--- src/hdl/axi_sram_pkg.sv ---
package axi_sram_pkg;

  localparam int AXI_AW   = 16;
  localparam int AXI_DW   = 16;
  localparam int AXI_IW   = 4;
  localparam int STRB_W   = 2;
  localparam int WORD_LSB = 1;
  localparam int SRAM_AW  = 15;

  localparam logic [1:0] BURST_FIXED = 2'b00;
  localparam logic [1:0] BURST_INCR  = 2'b01;
  localparam logic [1:0] RESP_OKAY   = 2'b00;

  // AW or AR request
  typedef struct packed {
    logic [AXI_IW-1:0] id;
    logic [AXI_AW-1:0] addr;
    logic [7:0]        len;
    logic [1:0]        burst;
  } axi_addr_t;

  typedef struct packed {
    logic [AXI_DW-1:0] data;
    logic [STRB_W-1:0] strb;
    logic              last;
  } axi_w_t;

  typedef struct packed {
    logic [AXI_IW-1:0] id;
    logic [1:0]        resp;
  } axi_b_t;

  typedef struct packed {
    logic [AXI_IW-1:0] id;
    logic [AXI_DW-1:0] data;
    logic [1:0]        resp;
    logic              last;
  } axi_r_t;

  // Rides along with a read, returned unchanged
  typedef struct packed {
    logic [AXI_IW-1:0] id;
    logic              last;
  } sram_meta_t;

  typedef struct packed {
    logic               wr_en;
    logic [SRAM_AW-1:0] addr;
    logic [AXI_DW-1:0]  wr_data;
    logic [STRB_W-1:0]  wr_strb;
    sram_meta_t         meta;
  } sram_cmd_t;

  typedef struct packed {
    logic [AXI_DW-1:0] data;
    sram_meta_t        meta;
  } sram_rsp_t;

endpackage

--- src/hdl/sram_cmd_arb.sv ---
module sram_cmd_arb (
  input  logic                    clk,
  input  logic                    rst_n,
  input  logic                    wr_valid,
  output logic                    wr_ready,
  input  axi_sram_pkg::sram_cmd_t wr_cmd,
  input  logic                    rd_valid,
  output logic                    rd_ready,
  input  axi_sram_pkg::sram_cmd_t rd_cmd,
  output logic                    mem_valid,
  input  logic                    mem_ready,
  output axi_sram_pkg::sram_cmd_t mem_cmd
);
  import axi_sram_pkg::*;

  logic wr_won_last;
  logic contested;
  logic grant_wr;
  logic grant_rd;

  assign contested = wr_valid && rd_valid;

  // On contention the side that lost last time goes first
  assign grant_wr = wr_valid && (!rd_valid || !wr_won_last);
  assign grant_rd = rd_valid && !grant_wr;

  assign mem_valid = wr_valid || rd_valid;
  assign mem_cmd   = grant_wr ? wr_cmd : rd_cmd;
  assign wr_ready  = mem_ready && grant_wr;
  assign rd_ready  = mem_ready && grant_rd;

  // Only a contested cycle that actually transfers flips the priority
  always_ff @(posedge clk) begin
    if (!rst_n) begin
      wr_won_last <= 1'b0;
    end else if (contested && mem_ready) begin
      wr_won_last <= grant_wr;
    end
  end

  a_one_ready : assert property (
    @(posedge clk) disable iff (!rst_n) $onehot0({wr_ready, rd_ready})
  );

endmodule

--- config.mk ---
export PLATFORM = sky130hd
export DESIGN_NAME = sram_cmd_arb
export DESIGN_NICKNAME = d
export VERILOG_FILES = /design/src/hdl/axi_sram_pkg.sv /design/src/hdl/sram_cmd_arb.sv
export SDC_FILE = /design/constraint.sdc
export NUM_CORES = 1
export LEC_CHECK = 0
export BUFFER_PORTS_ARGS = -buffer_cell sky130_fd_sc_hd__buf_2
export CAP_MARGIN = 30
export CORE_MARGIN = 2
export CORE_UTILIZATION = 21
export DETAILED_ROUTE_END_ITERATION = 10
export HOLD_SLACK_MARGIN = 0.08
export MAX_ROUTING_LAYER = met4
export PLACE_DENSITY = 0.82
export SLEW_MARGIN = 5
export SYNTH_ARGS = -nofsm -noshare
export SYNTH_HDL_FRONTEND = slang
export SYNTH_SLANG_ARGS = --single-unit
--- constraint.sdc ---
create_clock -name clk -period 1.05 [get_ports clk]
set_input_delay 0.105 -clock clk [delete_from_list [all_inputs] [get_ports clk]]
set_output_delay 0.105 -clock clk [all_outputs]
set_load 0.02 [all_outputs]
==> results.py <==
metrics = {
    "synthesis": {
        "most_instantiated_flip_flop_cell_in_the_synthesis_netlist": "dfxtp_1",
        "async_flop_share_pct": 0,
        "synth_largest_type_area_fraction_pct": 70.7,
        "post_synth_num_cell_types": 13,
        "synthesis.area_um2": 573,
        "synth-edff-count": 0,
        "postSynthNetCount": 137,
        "syn_avg_cell_area_um2": 10.6,
        "netlist_top_cells_area": "mux2_2, buf_6, mux2_1",
        "post-synth-top-count-cell": "mux2_2",
        "ys_ff_latch": 1,
        "ys_seq_area_share_pct": 3.49,
        "netlist.top_cell.by_area": "mux2_2",
        "post_synth_inst_count": 54,
        "synth_common_cells": "mux2_2, buf_6, mux2_1, nand2_1",
        "synthesis.yosys.warnings": 0,
    },
    "routing": {
        "drt.antenna.violating_nets": 0,
        "drt_wl_total_um": 3230,
        "wl_met1_um": 1080,
        "dr.max_layer_used": "met4",
        "vias": 958,
        "via_density": 4.46,
        "wl_met2_um": 2000,
        "post_route_drc": 0,
        "dr.pass1.iters": 4,
        "drt-initial-drc-count": 23,
        "post_drt_wl_per_cell_um": 15.0,
        "met3_length_um": 130,
    },
    "power": {
        "worst_ir_drop_vdd_uv": 390,
        "seq_power_share_pct": 4.0,
        "gate_power_share_pct": 96.0,
        "power.share.clock_pct": 0,
        "cell_pwr_density_nw_per_um2": 609,
        "swShare_pct": 38.3,
        "power_mw": 1.08,
        "p_sw_mw": 0.411,
        "p_leak_nw": 1.03,
        "int_power_mw": 0.664,
    },
    "clock_network": {
        "cts.hold.buffers_added": 0,
        "cts.reportedPaths.clkPinSlew_ns": 0,
        "clkLatencyLatePin_ns": 0,
    },
    "setup_path": {
        "worst-endpoint-required_ns": 0.94,
        "crit_path_end_kind": "output pin",
        "worst_r2r_path_depth": 3,
        "ff2ff_setup_slack_ns": 0.29,
        "worst-setup-path-type": "reg2out",
        "critical_path.startpoint": "wr_won_last",
        "startpoint_type": "flop",
        "crit-reg2reg-launch": "wr_won_last",
        "arrival_ns": 1.21,
        "crit_end": "mem_cmd[12]",
        "worstPathMaxFanout": 8,
        "reg2reg_to": "wr_won_last",
    },
    "placement": {
        "dpl_cell_area_um2": 1390,
        "io_buffers": 124,
        "gp_routability_congestion": 0.750,
    },
    "global_route": {
        "grt_pass1_wl_um": 3720,
        "globalRouteOverflowTotal": 0,
        "grt_pass1_vias": 893,
        "initial_antenna_violation_count": 0,
        "largest_net_degree_at_the_start_of_global_routing": 21,
        "grtUsageTotal_pct": 14.1,
    },
    "floorplan": {
        "core_area_um2": 2520,
        "fp.dieH_um": 56.2,
        "row_count": 18,
        "die_x_um": 56.2,
        "pin_count": 125,
        "overall_die_area_um2": 3160,
        "start_util_pct": 22.7,
    },
    "final_layout": {
        "max_flop_register": "wr_won_last",
        "layout.area.seq_um2": 21.3,
        "num-fill-cells": 216,
        "fin_nets": 270,
        "largest_register_ffs": 1,
        "area_growth_pct": 208,
        "drive_above_1_share_pct": 95.7,
        "final_standard_cell_area_without_fillers_um2": 1770,
        "reg.largest.list": "wr_won_last (1)",
        "insertedDiodeCount": 0,
        "multi_input_combinational_cell_area_um2": 651,
    },
    "timing": {
        "setup_viol_count_final": 40,
        "timing.clock.skew_ns": 0,
        "final_critical_path_setup_slack_ns": -0.268,
        "post_route_fraction_of_the_period_consumed_by_the_critical_path_pct": 126,
        "setup_tns_ns": -9.79,
        "grt_setup_unrepaired": "true",
        "max_freq_mhz": 759,
        "worst_slew_margin_rel_pct": 92.9,
        "hold_viol_final": 0,
        "finalCriticalPeriod_ns": 1.32,
        "tightestPinTransition_ns": 0.104,
        "finalMaxSlewViolations": 0,
    },
    "hold_path": {
        "worstHoldPathType": "in2reg",
    },
    "job": {
        "cap_violations": 0,
    },
    "status": {
        "violations": "negative setup slack",
        "status": "finished with violations",
    },
}
## power by group through the flow
stage | registers, mW | logic, mW | clock network, mW
after global routing | 0.0438 | 1.08 | 0
after floorplan | 0.0441 | 0.487 | 0
after CTS | 0.0438 | 0.811 | 0
after global placement | 0.0436 | 0.764 | 0
after detailed placement | 0.0438 | 0.776 | 0
final | 0.0435 | 1.03 | 0
## cells by family (layout without fill, tap and decap cells)
| logic type | Yosys count | in the layout | synth area share (%) |
|---|---|---|---|
| AOI/OAI and AO/OA | 2 | 2 | 4.15 |
| DFF | 1 | 1 | 3.49 |
| and+or+nand+nor | 6 | 6 | 5.46 |
| muxes | 40 | 40 | 78.4 |
| buffers and inverters | 5 | 136 | 8.51 |
## routing by layer
metal	up-vias	global-route usage, %
met5	-	-
met4	0	2.04
met3	2	1.86
met2	42	29.2
met1	451	13.8
li1	463	-
## stage by stage
stage	util, %	hold WS, ns	worst slack, ns	instances
2_1_floorplan	-	0.247	-0.120	54
4_1_cts	56.9	0.373	-0.283	208
3_3_place_gp	55.1	0.367	-0.270	208
5_1_grt	70.0	0.387	-0.299	215
3_5_place_dp	55.1	0.373	-0.286	208
6_report	70.0	0.371	-0.268	215
## layout make-up
class	instances	share of cell area [%]
sequential	1	1.20
inverter	1	0.213
tap	30	2.13
multi-input combinational	48	36.9
timing repair buffer	135	59.6
## cells in the final DEF (no fill, tap or decap)
cell type / Yosys / routed
a21boi_4: 1 / 1
a21oi_1: 1 / 1
and2_1: 1 / 1
buf_12: 0 / 3
buf_2: 0 / 86
buf_4: 0 / 3
buf_6: 4 / 39
clkbuf_16: 0 / 4
dfxtp_2: 0 / 1
inv_1: 1 / 1
mux2_4: 0 / 39
mux2i_1: 1 / 1
nand2_1: 2 / 2
nand2b_1: 1 / 1
nand3_1: 1 / 1
or2_2: 1 / 1
## worst max-delay path: stages (launching register included)
cell	delay [ns]
dfxtp_2	0.31
a21boi_4	0.14
buf_12	0.16
buf_6	0.14
mux2_4	0.30
buf_2	0.16
## worst min-delay path by stage
stage,start,end,cells after the start
after floorplan,rst_n,wr_won_last,2
after global placement,rst_n,wr_won_last,3
after detailed placement,rst_n,wr_won_last,3
after CTS,rst_n,wr_won_last,3
after global routing,rst_n,wr_won_last,3
final,rst_n,wr_won_last,3
## timing repair
| action | CTS | global route |
|---|---|---|
| pin swaps | 0 | 1 |
| endpoints found under the setup margin | 40 | 40 |
| cloned | 0 | 6 |
| setup buffers | 0 | 1 |
| gates resized for setup | 15 | 60 |
Note: power is estimated with default switching activity, not from simulation.
