==> config.mk <==
export PLATFORM = sky130hd
export DESIGN_NAME = axi_wr_ctrl
export DESIGN_NICKNAME = d
export VERILOG_FILES = /design/src/hdl/axi_sram_pkg.sv /design/src/hdl/axi_burst_addr.sv /design/src/hdl/axi_wr_ctrl.sv
export SDC_FILE = /design/constraint.sdc
export NUM_CORES = 1
export LEC_CHECK = 0
export BUFFER_PORTS_ARGS = -buffer_cell sky130_fd_sc_hd__buf_2
export CORE_UTILIZATION = 40
export DETAILED_ROUTE_END_ITERATION = 16
export PLACE_DENSITY_LB_ADDON = 0.3
export SLEW_MARGIN = 20
export SYNTH_ARGS = -nofsm -noshare
export SYNTH_HDL_FRONTEND = slang
export SYNTH_HIERARCHICAL = 1
export SYNTH_SLANG_ARGS = --single-unit
==> constraint.sdc <==
create_clock -name clk -period 2.9 [get_ports clk]
set_clock_uncertainty 0.2 [all_clocks]
set_input_delay 0.87 -clock clk [delete_from_list [all_inputs] [get_ports clk]]
set_output_delay 0.87 -clock clk [all_outputs]
set_load 0.01 [all_outputs]
==> src/hdl/axi_sram_pkg.sv <==
package axi_sram_pkg;

  localparam int AXI_AW   = 16;
  localparam int AXI_DW   = 16;
  localparam int AXI_IW   = 4;
  localparam int STRB_W   = 2;
  localparam int WORD_LSB = 1;
  localparam int SRAM_AW  = 15;

  localparam logic [1:0] BURST_FIXED = 2'b00;
  localparam logic [1:0] BURST_INCR  = 2'b01;
  localparam logic [1:0] RESP_OKAY   = 2'b00;

  // AW or AR request
  typedef struct packed {
    logic [AXI_IW-1:0] id;
    logic [AXI_AW-1:0] addr;
    logic [7:0]        len;
    logic [1:0]        burst;
  } axi_addr_t;

  typedef struct packed {
    logic [AXI_DW-1:0] data;
    logic [STRB_W-1:0] strb;
    logic              last;
  } axi_w_t;

  typedef struct packed {
    logic [AXI_IW-1:0] id;
    logic [1:0]        resp;
  } axi_b_t;

  typedef struct packed {
    logic [AXI_IW-1:0] id;
    logic [AXI_DW-1:0] data;
    logic [1:0]        resp;
    logic              last;
  } axi_r_t;

  // Rides along with a read, returned unchanged
  typedef struct packed {
    logic [AXI_IW-1:0] id;
    logic              last;
  } sram_meta_t;

  typedef struct packed {
    logic               wr_en;
    logic [SRAM_AW-1:0] addr;
    logic [AXI_DW-1:0]  wr_data;
    logic [STRB_W-1:0]  wr_strb;
    sram_meta_t         meta;
  } sram_cmd_t;

  typedef struct packed {
    logic [AXI_DW-1:0] data;
    sram_meta_t        meta;
  } sram_rsp_t;

endpackage

==> src/hdl/axi_burst_addr.sv <==
module axi_burst_addr (
  input  logic                             clk,
  input  logic                             rst_n,
  input  logic                             load,
  input  axi_sram_pkg::axi_addr_t          req,
  input  logic                             step,
  output logic [axi_sram_pkg::SRAM_AW-1:0] addr,
  output logic                             last
);
  import axi_sram_pkg::*;

  logic [7:0] beats_left;
  logic       fixed;
  logic       spent;

  always_ff @(posedge clk) begin
    if (!rst_n) begin
      beats_left <= '0;
      fixed      <= 1'b0;
      spent      <= 1'b1;
    end else if (load) begin
      beats_left <= req.len;
      // WRAP falls through to INCR here
      fixed      <= (req.burst == BURST_FIXED);
      spent      <= 1'b0;
    end else if (step) begin
      beats_left <= beats_left - 8'd1;
      spent      <= last;
    end
  end

  always_ff @(posedge clk) begin
    if (load) begin
      addr <= req.addr[WORD_LSB +: SRAM_AW];
    end else if (step && !fixed) begin
      addr <= addr + SRAM_AW'(1);
    end
  end

  assign last = (beats_left == 8'd0);

  // Once the final beat has gone, the next step must follow a new load
  a_no_step_past_last : assert property (
    @(posedge clk) disable iff (!rst_n) (step && !load) |-> !spent
  );

endmodule

==> src/hdl/axi_wr_ctrl.sv <==
module axi_wr_ctrl (
  input  logic                    clk,
  input  logic                    rst_n,
  input  logic                    aw_valid,
  output logic                    aw_ready,
  input  axi_sram_pkg::axi_addr_t aw,
  input  logic                    w_valid,
  output logic                    w_ready,
  input  axi_sram_pkg::axi_w_t    w,
  output logic                    b_valid,
  input  logic                    b_ready,
  output axi_sram_pkg::axi_b_t    b,
  output logic                    cmd_valid,
  input  logic                    cmd_ready,
  output axi_sram_pkg::sram_cmd_t cmd
);
  import axi_sram_pkg::*;

  typedef enum logic [1:0] {IDLE, DATA, RESP} state_t;

  state_t             state;
  logic [AXI_IW-1:0]  id_q;
  logic [SRAM_AW-1:0] beat_addr;
  logic               beat_last;
  logic               aw_fire;
  logic               w_fire;

  assign aw_fire = aw_valid && aw_ready;
  assign w_fire  = w_valid && w_ready;

  axi_burst_addr u_burst_addr (
    .clk  (clk),
    .rst_n(rst_n),
    .load (aw_fire),
    .req  (aw),
    .step (w_fire),
    .addr (beat_addr),
    .last (beat_last)
  );

  assign aw_ready = (state == IDLE);
  // W beats go straight through to the SRAM port
  assign cmd_valid = (state == DATA) && w_valid;
  assign w_ready   = (state == DATA) && cmd_ready;
  assign b_valid   = (state == RESP);
  assign b         = '{id: id_q, resp: RESP_OKAY};

  always_comb begin
    cmd         = '0;
    cmd.wr_en   = 1'b1;
    cmd.addr    = beat_addr;
    cmd.wr_data = w.data;
    cmd.wr_strb = w.strb;
  end

  always_ff @(posedge clk) begin
    if (!rst_n) begin
      state <= IDLE;
    end else begin
      case (state)
        IDLE: if (aw_fire) state <= DATA;
        DATA: if (w_fire && w.last) state <= RESP;
        RESP: if (b_ready) state <= IDLE;
        default: state <= IDLE;
      endcase
    end
  end

  always_ff @(posedge clk) begin
    if (aw_fire) begin
      id_q <= aw.id;
    end
  end

  // Master's wlast must match the beat count from awlen
  a_wlast_matches_len : assert property (
    @(posedge clk) disable iff (!rst_n) w_fire |-> (w.last == beat_last)
  );

endmodule

==> summary.txt <==
Layout
  • Area of the multi-input gates: roughly 540 um2
  • Sequential cell area: 631 um2
  • Antenna fix cells: 0
  • Share of layout cells above drive strength 1: around 41%
  • Fin area: ~1600 um2
  • Commonest non-fill, non-tap cells in the layout: buf_2 (50), edfxtp_1 (19), nand2_1 (16), o21ai_0 (12), xnor2_1 (9)
  • Nets@finish: about 230
  • Fillers: about 330
  • P&R area growth vs syn: 12.7%
  • Commonest non-fill, non-tap cell in the layout: buf_2

Global route
  • First-pass GRT wire length: approximately 4000 um
  • Vias in the first global route: 981
  • Largest net degree at the start of global routing: 22
  • Initial antenna violation count: 0
  • GRT Residual Overflow: 0
  • GRT Util Overall: between 10% and 20%

Drt
  • Wire per inst: 12.1 um
  • DRC Markers: 0
  • Routed vias: between 1,000 and 1,500
  • First DRT Iteration DRCs: 33
  • Drt first pass iters: 4
  • Vias per cell: approximately 4.8
  • Final wirelength: 2560 um
  • Antenna viol nets, final: 0

Floorplanning
  • Core footprint: approximately 3200 um2
  • Die width: approximately 61 um
  • Boundary pin count: 104
  • Initial Util: approximately 44%
  • Die area: around 3700 um2
  • Die height: a little over 60 um
  • Row count: 20

STA
  • Final Critical Period: around 2.4 ns
  • TNS Setup: 0 ns
  • Endpoints failing setup: 0
  • FMAX: about 420 MHz
  • Final hold vios: 0
  • Unrepaired setup endpoints after global routing: no
  • Tcrit/Tclk final: a little over 80%
  • Max Slew Vio Count: 0

Pwr
  • Net switching power: roughly 210 uW
  • Peak supply drop: approximately 0.21 mV
  • Power share of the clock group: roughly 22%
  • Internal power: between 500 and 600 uW
  • Flop pwr share: between 50% and 60%
  • Sw Ratio: between 20 and 30%
  • Comb pwr share: a little over a fifth
  • Pwr Density: between 400 and 500 nW/um2
  • Post-layout power: 740 uW
  • P_leak: around 0.00064 uW

Critical path
  • FF-to-FF setup slack: around 0.99 ns
  • Worst EP arrival: 1.31 ns
  • Crit Path Max Fanout: 2
  • Worst EP required: ~1.8 ns
  • Type of the worst setup path: input pin to primary output
  • CP startpoint kind: input pin
  • Critical path endpoint category: primary output

Clock tree
  • Cells resized by post-CTS repair: 0
  • Hold buffers post-CTS: 0
  • Clock latency on the worst-skew pair: 0.30 ns
  • Worst-path clk slew: 0.12 ns
  • Postcts setup bufs: 0
  • Longest Clk Path Bufs: 2
  • Root Buffer: clkbuf_4
  • Clk sinks: 22
  • CTS tree: done
  • Htree depth: 1
  • CTS Buf Count: 3

Logic synthesis
  • Syn Area/Cell: about 10 um2
  • Yosys warnings: 6
  • Cells after Synth: 135
  • Synthesized area: 1380 um2

Place
  • GP Congestion: roughly 0.75
  • Port buffer count: 50
  • HPWL after DPL: between 1500 and 2000 um
  • DP Area: about 1500 um2

Min path
  • Hold crit path type: register to register

Run
  • Number of max-cap violations: 0

Status
  • Outcome: finished clean
==> per-stage QoR <==
| step | worst slack, ns | hold slack (ns) | cells | utilization, % |
|---|---|---|---|---|
| after floorplan | 0.0383 | 0.255 | 141 | - |
| after global placement | 0.537 | 0.278 | 208 | 48.2 |
| after detailed placement | 0.527 | 0.295 | 208 | 48.2 |
| after CTS | 0.523 | 0.318 | 212 | 49.4 |
| after global routing | 0.503 | 0.347 | 212 | 49.4 |
| final | 0.524 | 0.313 | 212 | 49.4 |
==> sequential cells by signal, summed over array words and instances (netlist names) <==
register and cells:
id_q 4, state 2, u_burst_addr/addr 15, u_burst_addr/fixed 1
==> power groups by stage <==
stage               clock network, uW  logic [uW]  registers (uW)
finish                            166         156             418
global route                      183         176             423
CTS                               173         158             419
detailed placement                  0         157             426
global placement                    0         153             423
floorplan                           0         114             434
==> cell type report <==
type,instances,area share (%)
Tap cell,44,3.54
Multi-Input combinational cell,84,34.9
Sequential cell,22,40.5
Inverter,5,1.21
Timing Repair Buffer,53,17.5
Clock buffer,4,2.33
==> final timing paths <==
path | startpoint | end | depth (start not counted)
min | state[1] | state[0] | 1
min reg2reg | state[1] | state[0] | 1
max | cmd_ready | w_ready | 3
max reg2reg | u_burst_addr/addr[0] | u_burst_addr/addr[14] | 5
==> per-layer routing <==
metal / GRT usage, % / share of wire (%) / vias to the layer above
met5: 0 / 0 / -
met4: 4.87 / 1.1 / 0
met3: 4.69 / 9.2 / 6
met2: 25.1 / 48 / 48
met1: 17.2 / 42 / 467
li1: - / - / 492
==> critical path: stages <==
cell,delay [ns]
buf_2,0.10
and3b_2,0.20
buf_2,0.13
No activity file was read; power rests on OpenSTA's default activity.
