### src/hdl/axi_sram_pkg.sv
package axi_sram_pkg;

  localparam int AXI_AW   = 16;
  localparam int AXI_DW   = 16;
  localparam int AXI_IW   = 4;
  localparam int STRB_W   = 2;
  localparam int WORD_LSB = 1;
  localparam int SRAM_AW  = 15;

  localparam logic [1:0] BURST_FIXED = 2'b00;
  localparam logic [1:0] BURST_INCR  = 2'b01;
  localparam logic [1:0] RESP_OKAY   = 2'b00;

  // AW or AR request
  typedef struct packed {
    logic [AXI_IW-1:0] id;
    logic [AXI_AW-1:0] addr;
    logic [7:0]        len;
    logic [1:0]        burst;
  } axi_addr_t;

  typedef struct packed {
    logic [AXI_DW-1:0] data;
    logic [STRB_W-1:0] strb;
    logic              last;
  } axi_w_t;

  typedef struct packed {
    logic [AXI_IW-1:0] id;
    logic [1:0]        resp;
  } axi_b_t;

  typedef struct packed {
    logic [AXI_IW-1:0] id;
    logic [AXI_DW-1:0] data;
    logic [1:0]        resp;
    logic              last;
  } axi_r_t;

  // Rides along with a read, returned unchanged
  typedef struct packed {
    logic [AXI_IW-1:0] id;
    logic              last;
  } sram_meta_t;

  typedef struct packed {
    logic               wr_en;
    logic [SRAM_AW-1:0] addr;
    logic [AXI_DW-1:0]  wr_data;
    logic [STRB_W-1:0]  wr_strb;
    sram_meta_t         meta;
  } sram_cmd_t;

  typedef struct packed {
    logic [AXI_DW-1:0] data;
    sram_meta_t        meta;
  } sram_rsp_t;

endpackage

### src/hdl/axi_burst_addr.sv
module axi_burst_addr (
  input  logic                             clk,
  input  logic                             rst_n,
  input  logic                             load,
  input  axi_sram_pkg::axi_addr_t          req,
  input  logic                             step,
  output logic [axi_sram_pkg::SRAM_AW-1:0] addr,
  output logic                             last
);
  import axi_sram_pkg::*;

  logic [7:0] beats_left;
  logic       fixed;
  logic       spent;

  always_ff @(posedge clk) begin
    if (!rst_n) begin
      beats_left <= '0;
      fixed      <= 1'b0;
      spent      <= 1'b1;
    end else if (load) begin
      beats_left <= req.len;
      // WRAP falls through to INCR here
      fixed      <= (req.burst == BURST_FIXED);
      spent      <= 1'b0;
    end else if (step) begin
      beats_left <= beats_left - 8'd1;
      spent      <= last;
    end
  end

  always_ff @(posedge clk) begin
    if (load) begin
      addr <= req.addr[WORD_LSB +: SRAM_AW];
    end else if (step && !fixed) begin
      addr <= addr + SRAM_AW'(1);
    end
  end

  assign last = (beats_left == 8'd0);

  // Once the final beat has gone, the next step must follow a new load
  a_no_step_past_last : assert property (
    @(posedge clk) disable iff (!rst_n) (step && !load) |-> !spent
  );

endmodule

### src/hdl/axi_rd_ctrl.sv
module axi_rd_ctrl (
  input  logic                    clk,
  input  logic                    rst_n,
  input  logic                    ar_valid,
  output logic                    ar_ready,
  input  axi_sram_pkg::axi_addr_t ar,
  output logic                    r_valid,
  input  logic                    r_ready,
  output axi_sram_pkg::axi_r_t    r,
  output logic                    cmd_valid,
  input  logic                    cmd_ready,
  output axi_sram_pkg::sram_cmd_t cmd,
  input  logic                    rsp_valid,
  output logic                    rsp_ready,
  input  axi_sram_pkg::sram_rsp_t rsp
);
  import axi_sram_pkg::*;

  typedef enum logic [1:0] {IDLE, ISSUE, DRAIN} state_t;

  state_t             state;
  logic [AXI_IW-1:0]  id_q;
  logic [SRAM_AW-1:0] beat_addr;
  logic               beat_last;
  logic               ar_fire;
  logic               cmd_fire;
  logic               r_fire;

  assign ar_fire  = ar_valid && ar_ready;
  assign cmd_fire = cmd_valid && cmd_ready;
  assign r_fire   = r_valid && r_ready;

  axi_burst_addr u_burst_addr (
    .clk  (clk),
    .rst_n(rst_n),
    .load (ar_fire),
    .req  (ar),
    .step (cmd_fire),
    .addr (beat_addr),
    .last (beat_last)
  );

  assign ar_ready  = (state == IDLE);
  assign cmd_valid = (state == ISSUE);

  always_comb begin
    cmd           = '0;
    cmd.addr      = beat_addr;
    cmd.meta.id   = id_q;
    cmd.meta.last = beat_last;
  end

  // Responses map one to one onto R beats
  assign r_valid   = rsp_valid;
  assign rsp_ready = r_ready;
  assign r         = '{id: rsp.meta.id, data: rsp.data, resp: RESP_OKAY, last: rsp.meta.last};

  always_ff @(posedge clk) begin
    if (!rst_n) begin
      state <= IDLE;
    end else begin
      case (state)
        IDLE:  if (ar_fire) state <= ISSUE;
        ISSUE: if (cmd_fire && beat_last) state <= DRAIN;
        DRAIN: if (r_fire && r.last) state <= IDLE;
        default: state <= IDLE;
      endcase
    end
  end

  always_ff @(posedge clk) begin
    if (ar_fire) begin
      id_q <= ar.id;
    end
  end

endmodule

### config.mk
export PLATFORM = sky130hd
export DESIGN_NAME = axi_rd_ctrl
export DESIGN_NICKNAME = d
export VERILOG_FILES = /design/src/hdl/axi_sram_pkg.sv /design/src/hdl/axi_burst_addr.sv /design/src/hdl/axi_rd_ctrl.sv
export SDC_FILE = /design/constraint.sdc
export NUM_CORES = 1
export LEC_CHECK = 0
export ABC_AREA = 1
export BUFFER_PORTS_ARGS = -buffer_cell sky130_fd_sc_hd__buf_2
export CORE_MARGIN = 2
export CORE_UTILIZATION = 48
export DETAILED_ROUTE_END_ITERATION = 16
export MAX_ROUTING_LAYER = met4
export PLACE_DENSITY = 0.89
export SLEW_MARGIN = 20
export SYNTH_ARGS = -nofsm -noshare
export SYNTH_HDL_FRONTEND = slang
export SYNTH_SLANG_ARGS = --single-unit
### constraint.sdc
create_clock -name clk -period 4.71 [get_ports clk]
set_input_delay 0.942 -clock clk [delete_from_list [all_inputs] [get_ports clk]]
set_output_delay 0.942 -clock clk [all_outputs]
set_load 0.02 [all_outputs]
==> summary.md <==
Summing the sequential cell areas from Yosys gives 37.44% of the chip area. The tools report the largest net degree at the start of global routing as 34. For the worst vdd rail ir drop, the log shows 0.1867 mV.

The count of nets left with antenna violations once routing finished came out at 0. After detailed routing, the number of vias per cell comes to 4.940. The commonest cells after synthesis are nand2_1 (67), buf_4 (45), inv_1 (23). The run gives 4946 um2 as the full die area. The clock tree skew after final layout came out at 0.003488 ns.

The logs give 0 ns for the setup total negative slack and 0 for the sum of overflow across all layers after global routing. The cts-stage hold buffer count is 0, and the proportion of netlist area held by the largest area contributor is 27.01%. In this run, flip-flops and latches consume 43.7% of the power.

Synthesis handed over a netlist of 273 instances. After routing the design area is 2266 um2. The biggest area contributor in the post-synthesis netlist is edfxtp_1.

The clock passes through at most 2 buffers. In the synthesized netlist the dominant register cell turns out to be edfxtp_1. At the end of routability-driven placement, the weighted congestion stood at 0.8932.

In this run switching power makes up 37.37% of total power. Counting flops with a built-in enable in the synthesized netlist gives 19. The floorplan step set the die height to 70.33 um. The count of cells resized by post-cts repair is 0. In this run the worst path has a maximum fanout of 4.

The Yosys step of the flow raised 0 warnings. The layout-stage area growth over the synthesis result came out at 7.287%. Root buffer cell: clkbuf_8.

Once the floorplan was initialized, standard cells occupied 49.18% of the core. The switching component of the power was 304.1 uW; the final-stage net count was 371. Setup repair after global routing left no endpoint under its margin. In this run the count of I/O pins placed on the die edge is 123.

Buffers placed on the I/O ports in this run total 60. The mapped netlist covers 2112 um2. Summed over all nets, the half-perimeter wirelength after detailed placement is 3258 um.

Prior to clock tree synthesis, the placed netlist has a worst setup slack of 2.568 ns. CTS saw 30 sinks. Number of global-route vias before repair: 1715. The later-pin clock latency in the skew report is 0.28 ns, and the detail-routed net length per standard cell is 12.09 um.

The distinct cell type count of the synthesized netlist came out at 29. Highest clock frequency the design can meet: 431.6 MHz. The flow ran to the end, and the final reports show no timing, DRC or antenna violations. The area of the placeable core is 4294 um2, and the final period demand of the worst path is 2.317 ns.

Setup violations remaining at the end of the flow were counted as 0. The power share of the clock group came out at 24.7%. The number of pins with negative max-slew slack in the final report came out at 0. The CTS H-tree depth was 2. The clock-pin slew on the worst setup and hold paths is 0.06 ns. In this run the tightest slew margin relative to its limit is 63.61%.

In this run the horizontal extent of the chip is 70.33 um. The critical path is of the reg -> out type. Global-route total usage across every layer: 18.95%.

The routed design has 4402 um of wire. The run gives 509.8 uW as the internal power component. The filler cells instantiated in the layout total 430. The cell with the most instances after synthesis was nand2_1. Sorting the synthesized cells by area gives the leading types as edfxtp_1 (27%), buf_4 (16%), nand2_1 (12%). The final-report hold violation count is 0, and the final routed DRC violation total is 0. At the pin with the least slew margin, the transition time is 0.5451 ns. Max-cap violations in this run came to 0. Startpoint class of the critical path: a flip-flop.

Data on the critical path arrives at its endpoint at 1.37 ns. For the required time of the worst setup path, the log shows 3.77 ns. The fraction of final layout cells sized beyond drive strength 1 was 24.68%.

The first global-routing pass estimated 7286 um of wire. The number of buffers inserted during clock tree synthesis was 5; the post-CTS setup buffer count was 0. The run gives 24 as the row count. For this block, the initial DRC count from the detailed router was 153. The synthesized design contains 30 register bits. Setup slack closes at 2.393 ns.

0 antenna diodes ended up in the layout. The final period utilization came out at 49.19%. The worst hold path belongs to the class reg -> reg.

Of the total power, combinational logic draws 31.6%. The average footprint of a synthesized cell came out at 7.736 um2. Summing all placed instances gives a cell area of 2185 um2. For this design the ratio of total power to cell area is 359.2 nW/um2. The run gives 0 as the initial antenna violation count.

Of all flip-flops after synthesis, the portion carrying an async set or reset was 0%. The tools report the detailed-routing iteration count for the pre-antenna-repair pass as 4. TritonCTS built the clock tree.

For this design the static power due to leakage is 1.086 nW. Detailed routing inserted a total of 1798 vias. The worst setup path is captured at a primary output.
==> final timing paths <==
check	start	cells after the start	end	slack, ns
setup reg to reg	u_burst_addr.addr[0]	6	u_burst_addr.addr[8]	3.06
hold reg to reg	u_burst_addr.beats_left[5]	2	u_burst_addr.beats_left[5]	0.48
hold / removal	u_burst_addr.beats_left[5]	2	u_burst_addr.beats_left[5]	0.48
setup / recovery	u_burst_addr.beats_left[3]	4	cmd[0]	2.39
==> registers in the layout (all words and copies together), names as in the netlist <==
register,count
u_burst_addr.addr,15
id_q,4
u_burst_addr.beats_left,8
state,2
u_burst_addr.fixed,1
==> power by group through the flow <==
stage                     clock (mW)  combinational [mW]  sequential, mW
after floorplan                    0               0.202           0.384
after global placement             0               0.248           0.358
after detailed placement           0               0.256           0.360
after CTS                      0.201               0.258           0.355
after global routing           0.212               0.286           0.361
final                          0.201               0.258           0.356
==> cell families after synthesis <==
family | share of synthesized area [%]
adders and majority gates | 1.777
xor gates and xnor gates | 3.318
and+or+nand+nor | 26.24
buffers and inverters | 22.39
other | 0.1776
DFF | 37.44
AOI/OAI and AO/OA | 8.649
==> through the flow <==
step / power (mW) / hold slack [ns] / cells / utilization [%]
5_1_grt: 0.8594 / 0.5039 / 364 / 52.77
3_3_place_gp: 0.6055 / 0.4567 / 356 / 50.87
3_5_place_dp: 0.6167 / 0.4758 / 356 / 50.87
4_1_cts: 0.8143 / 0.4842 / 364 / 52.77
2_1_floorplan: 0.5853 / 0.4403 / 293 / -
6_report: 0.8139 / 0.4828 / 364 / 52.77
==> critical path: stages (launching register included) <==
cell and delay (ns):
dfxtp_1 0.34, nor2_1 0.29, nand2_1 0.12, nor2_1 0.16
buf_2 0.18
==> cell usage in the layout, fill, tap and decap left out <==
cell and n:
nand2_1 67, buf_2 60, inv_1 23, nor2_1 21, conb_1 21, edfxtp_1 19, nand3_1 12, o21ai_0 12
dfxtp_1 11, nand4_1 8, o21ai_1 8, a21oi_1 8, xor2_1 6, nor3_1 5, clkbuf_8 5, a31oi_1 4
clkinv_1 3, ha_1 3, nor2_4 2, xnor2_1 2, nand2_4 2, nand2_8 1, inv_2 1, nand3b_1 1
o21ai_2 1, nor3_2 1, a21oi_2 1, or2_2 1, clkinv_2 1, clkbuf_1 1, buf_4 1
==> per-layer routing <==
| layer | global-route usage, % | vias to the layer above | share of wire (%) |
|---|---|---|---|
| met4 | 8.333 | 0 | 1.5 |
| met5 | - | - | 0 |
| li1 | - | 896 | - |
| met3 | 5.339 | 6 | 7.3 |
| met2 | 33.12 | 78 | 52 |
| met1 | 19.75 | 818 | 39 |
==> layout make-up <==
cell class              instances  area (um2)  area share, %
clock buffers                   6       72.57          3.203
clock inverters                 2       8.758         0.3865
inverters                      26       97.59          4.307
multi-input cells             187       923.4          40.75
flip-flops and latches         30       790.8          34.90
well taps                      52       65.06          2.871
repair buffers                 61       307.8          13.58
(Power assumes the default switching activity.)
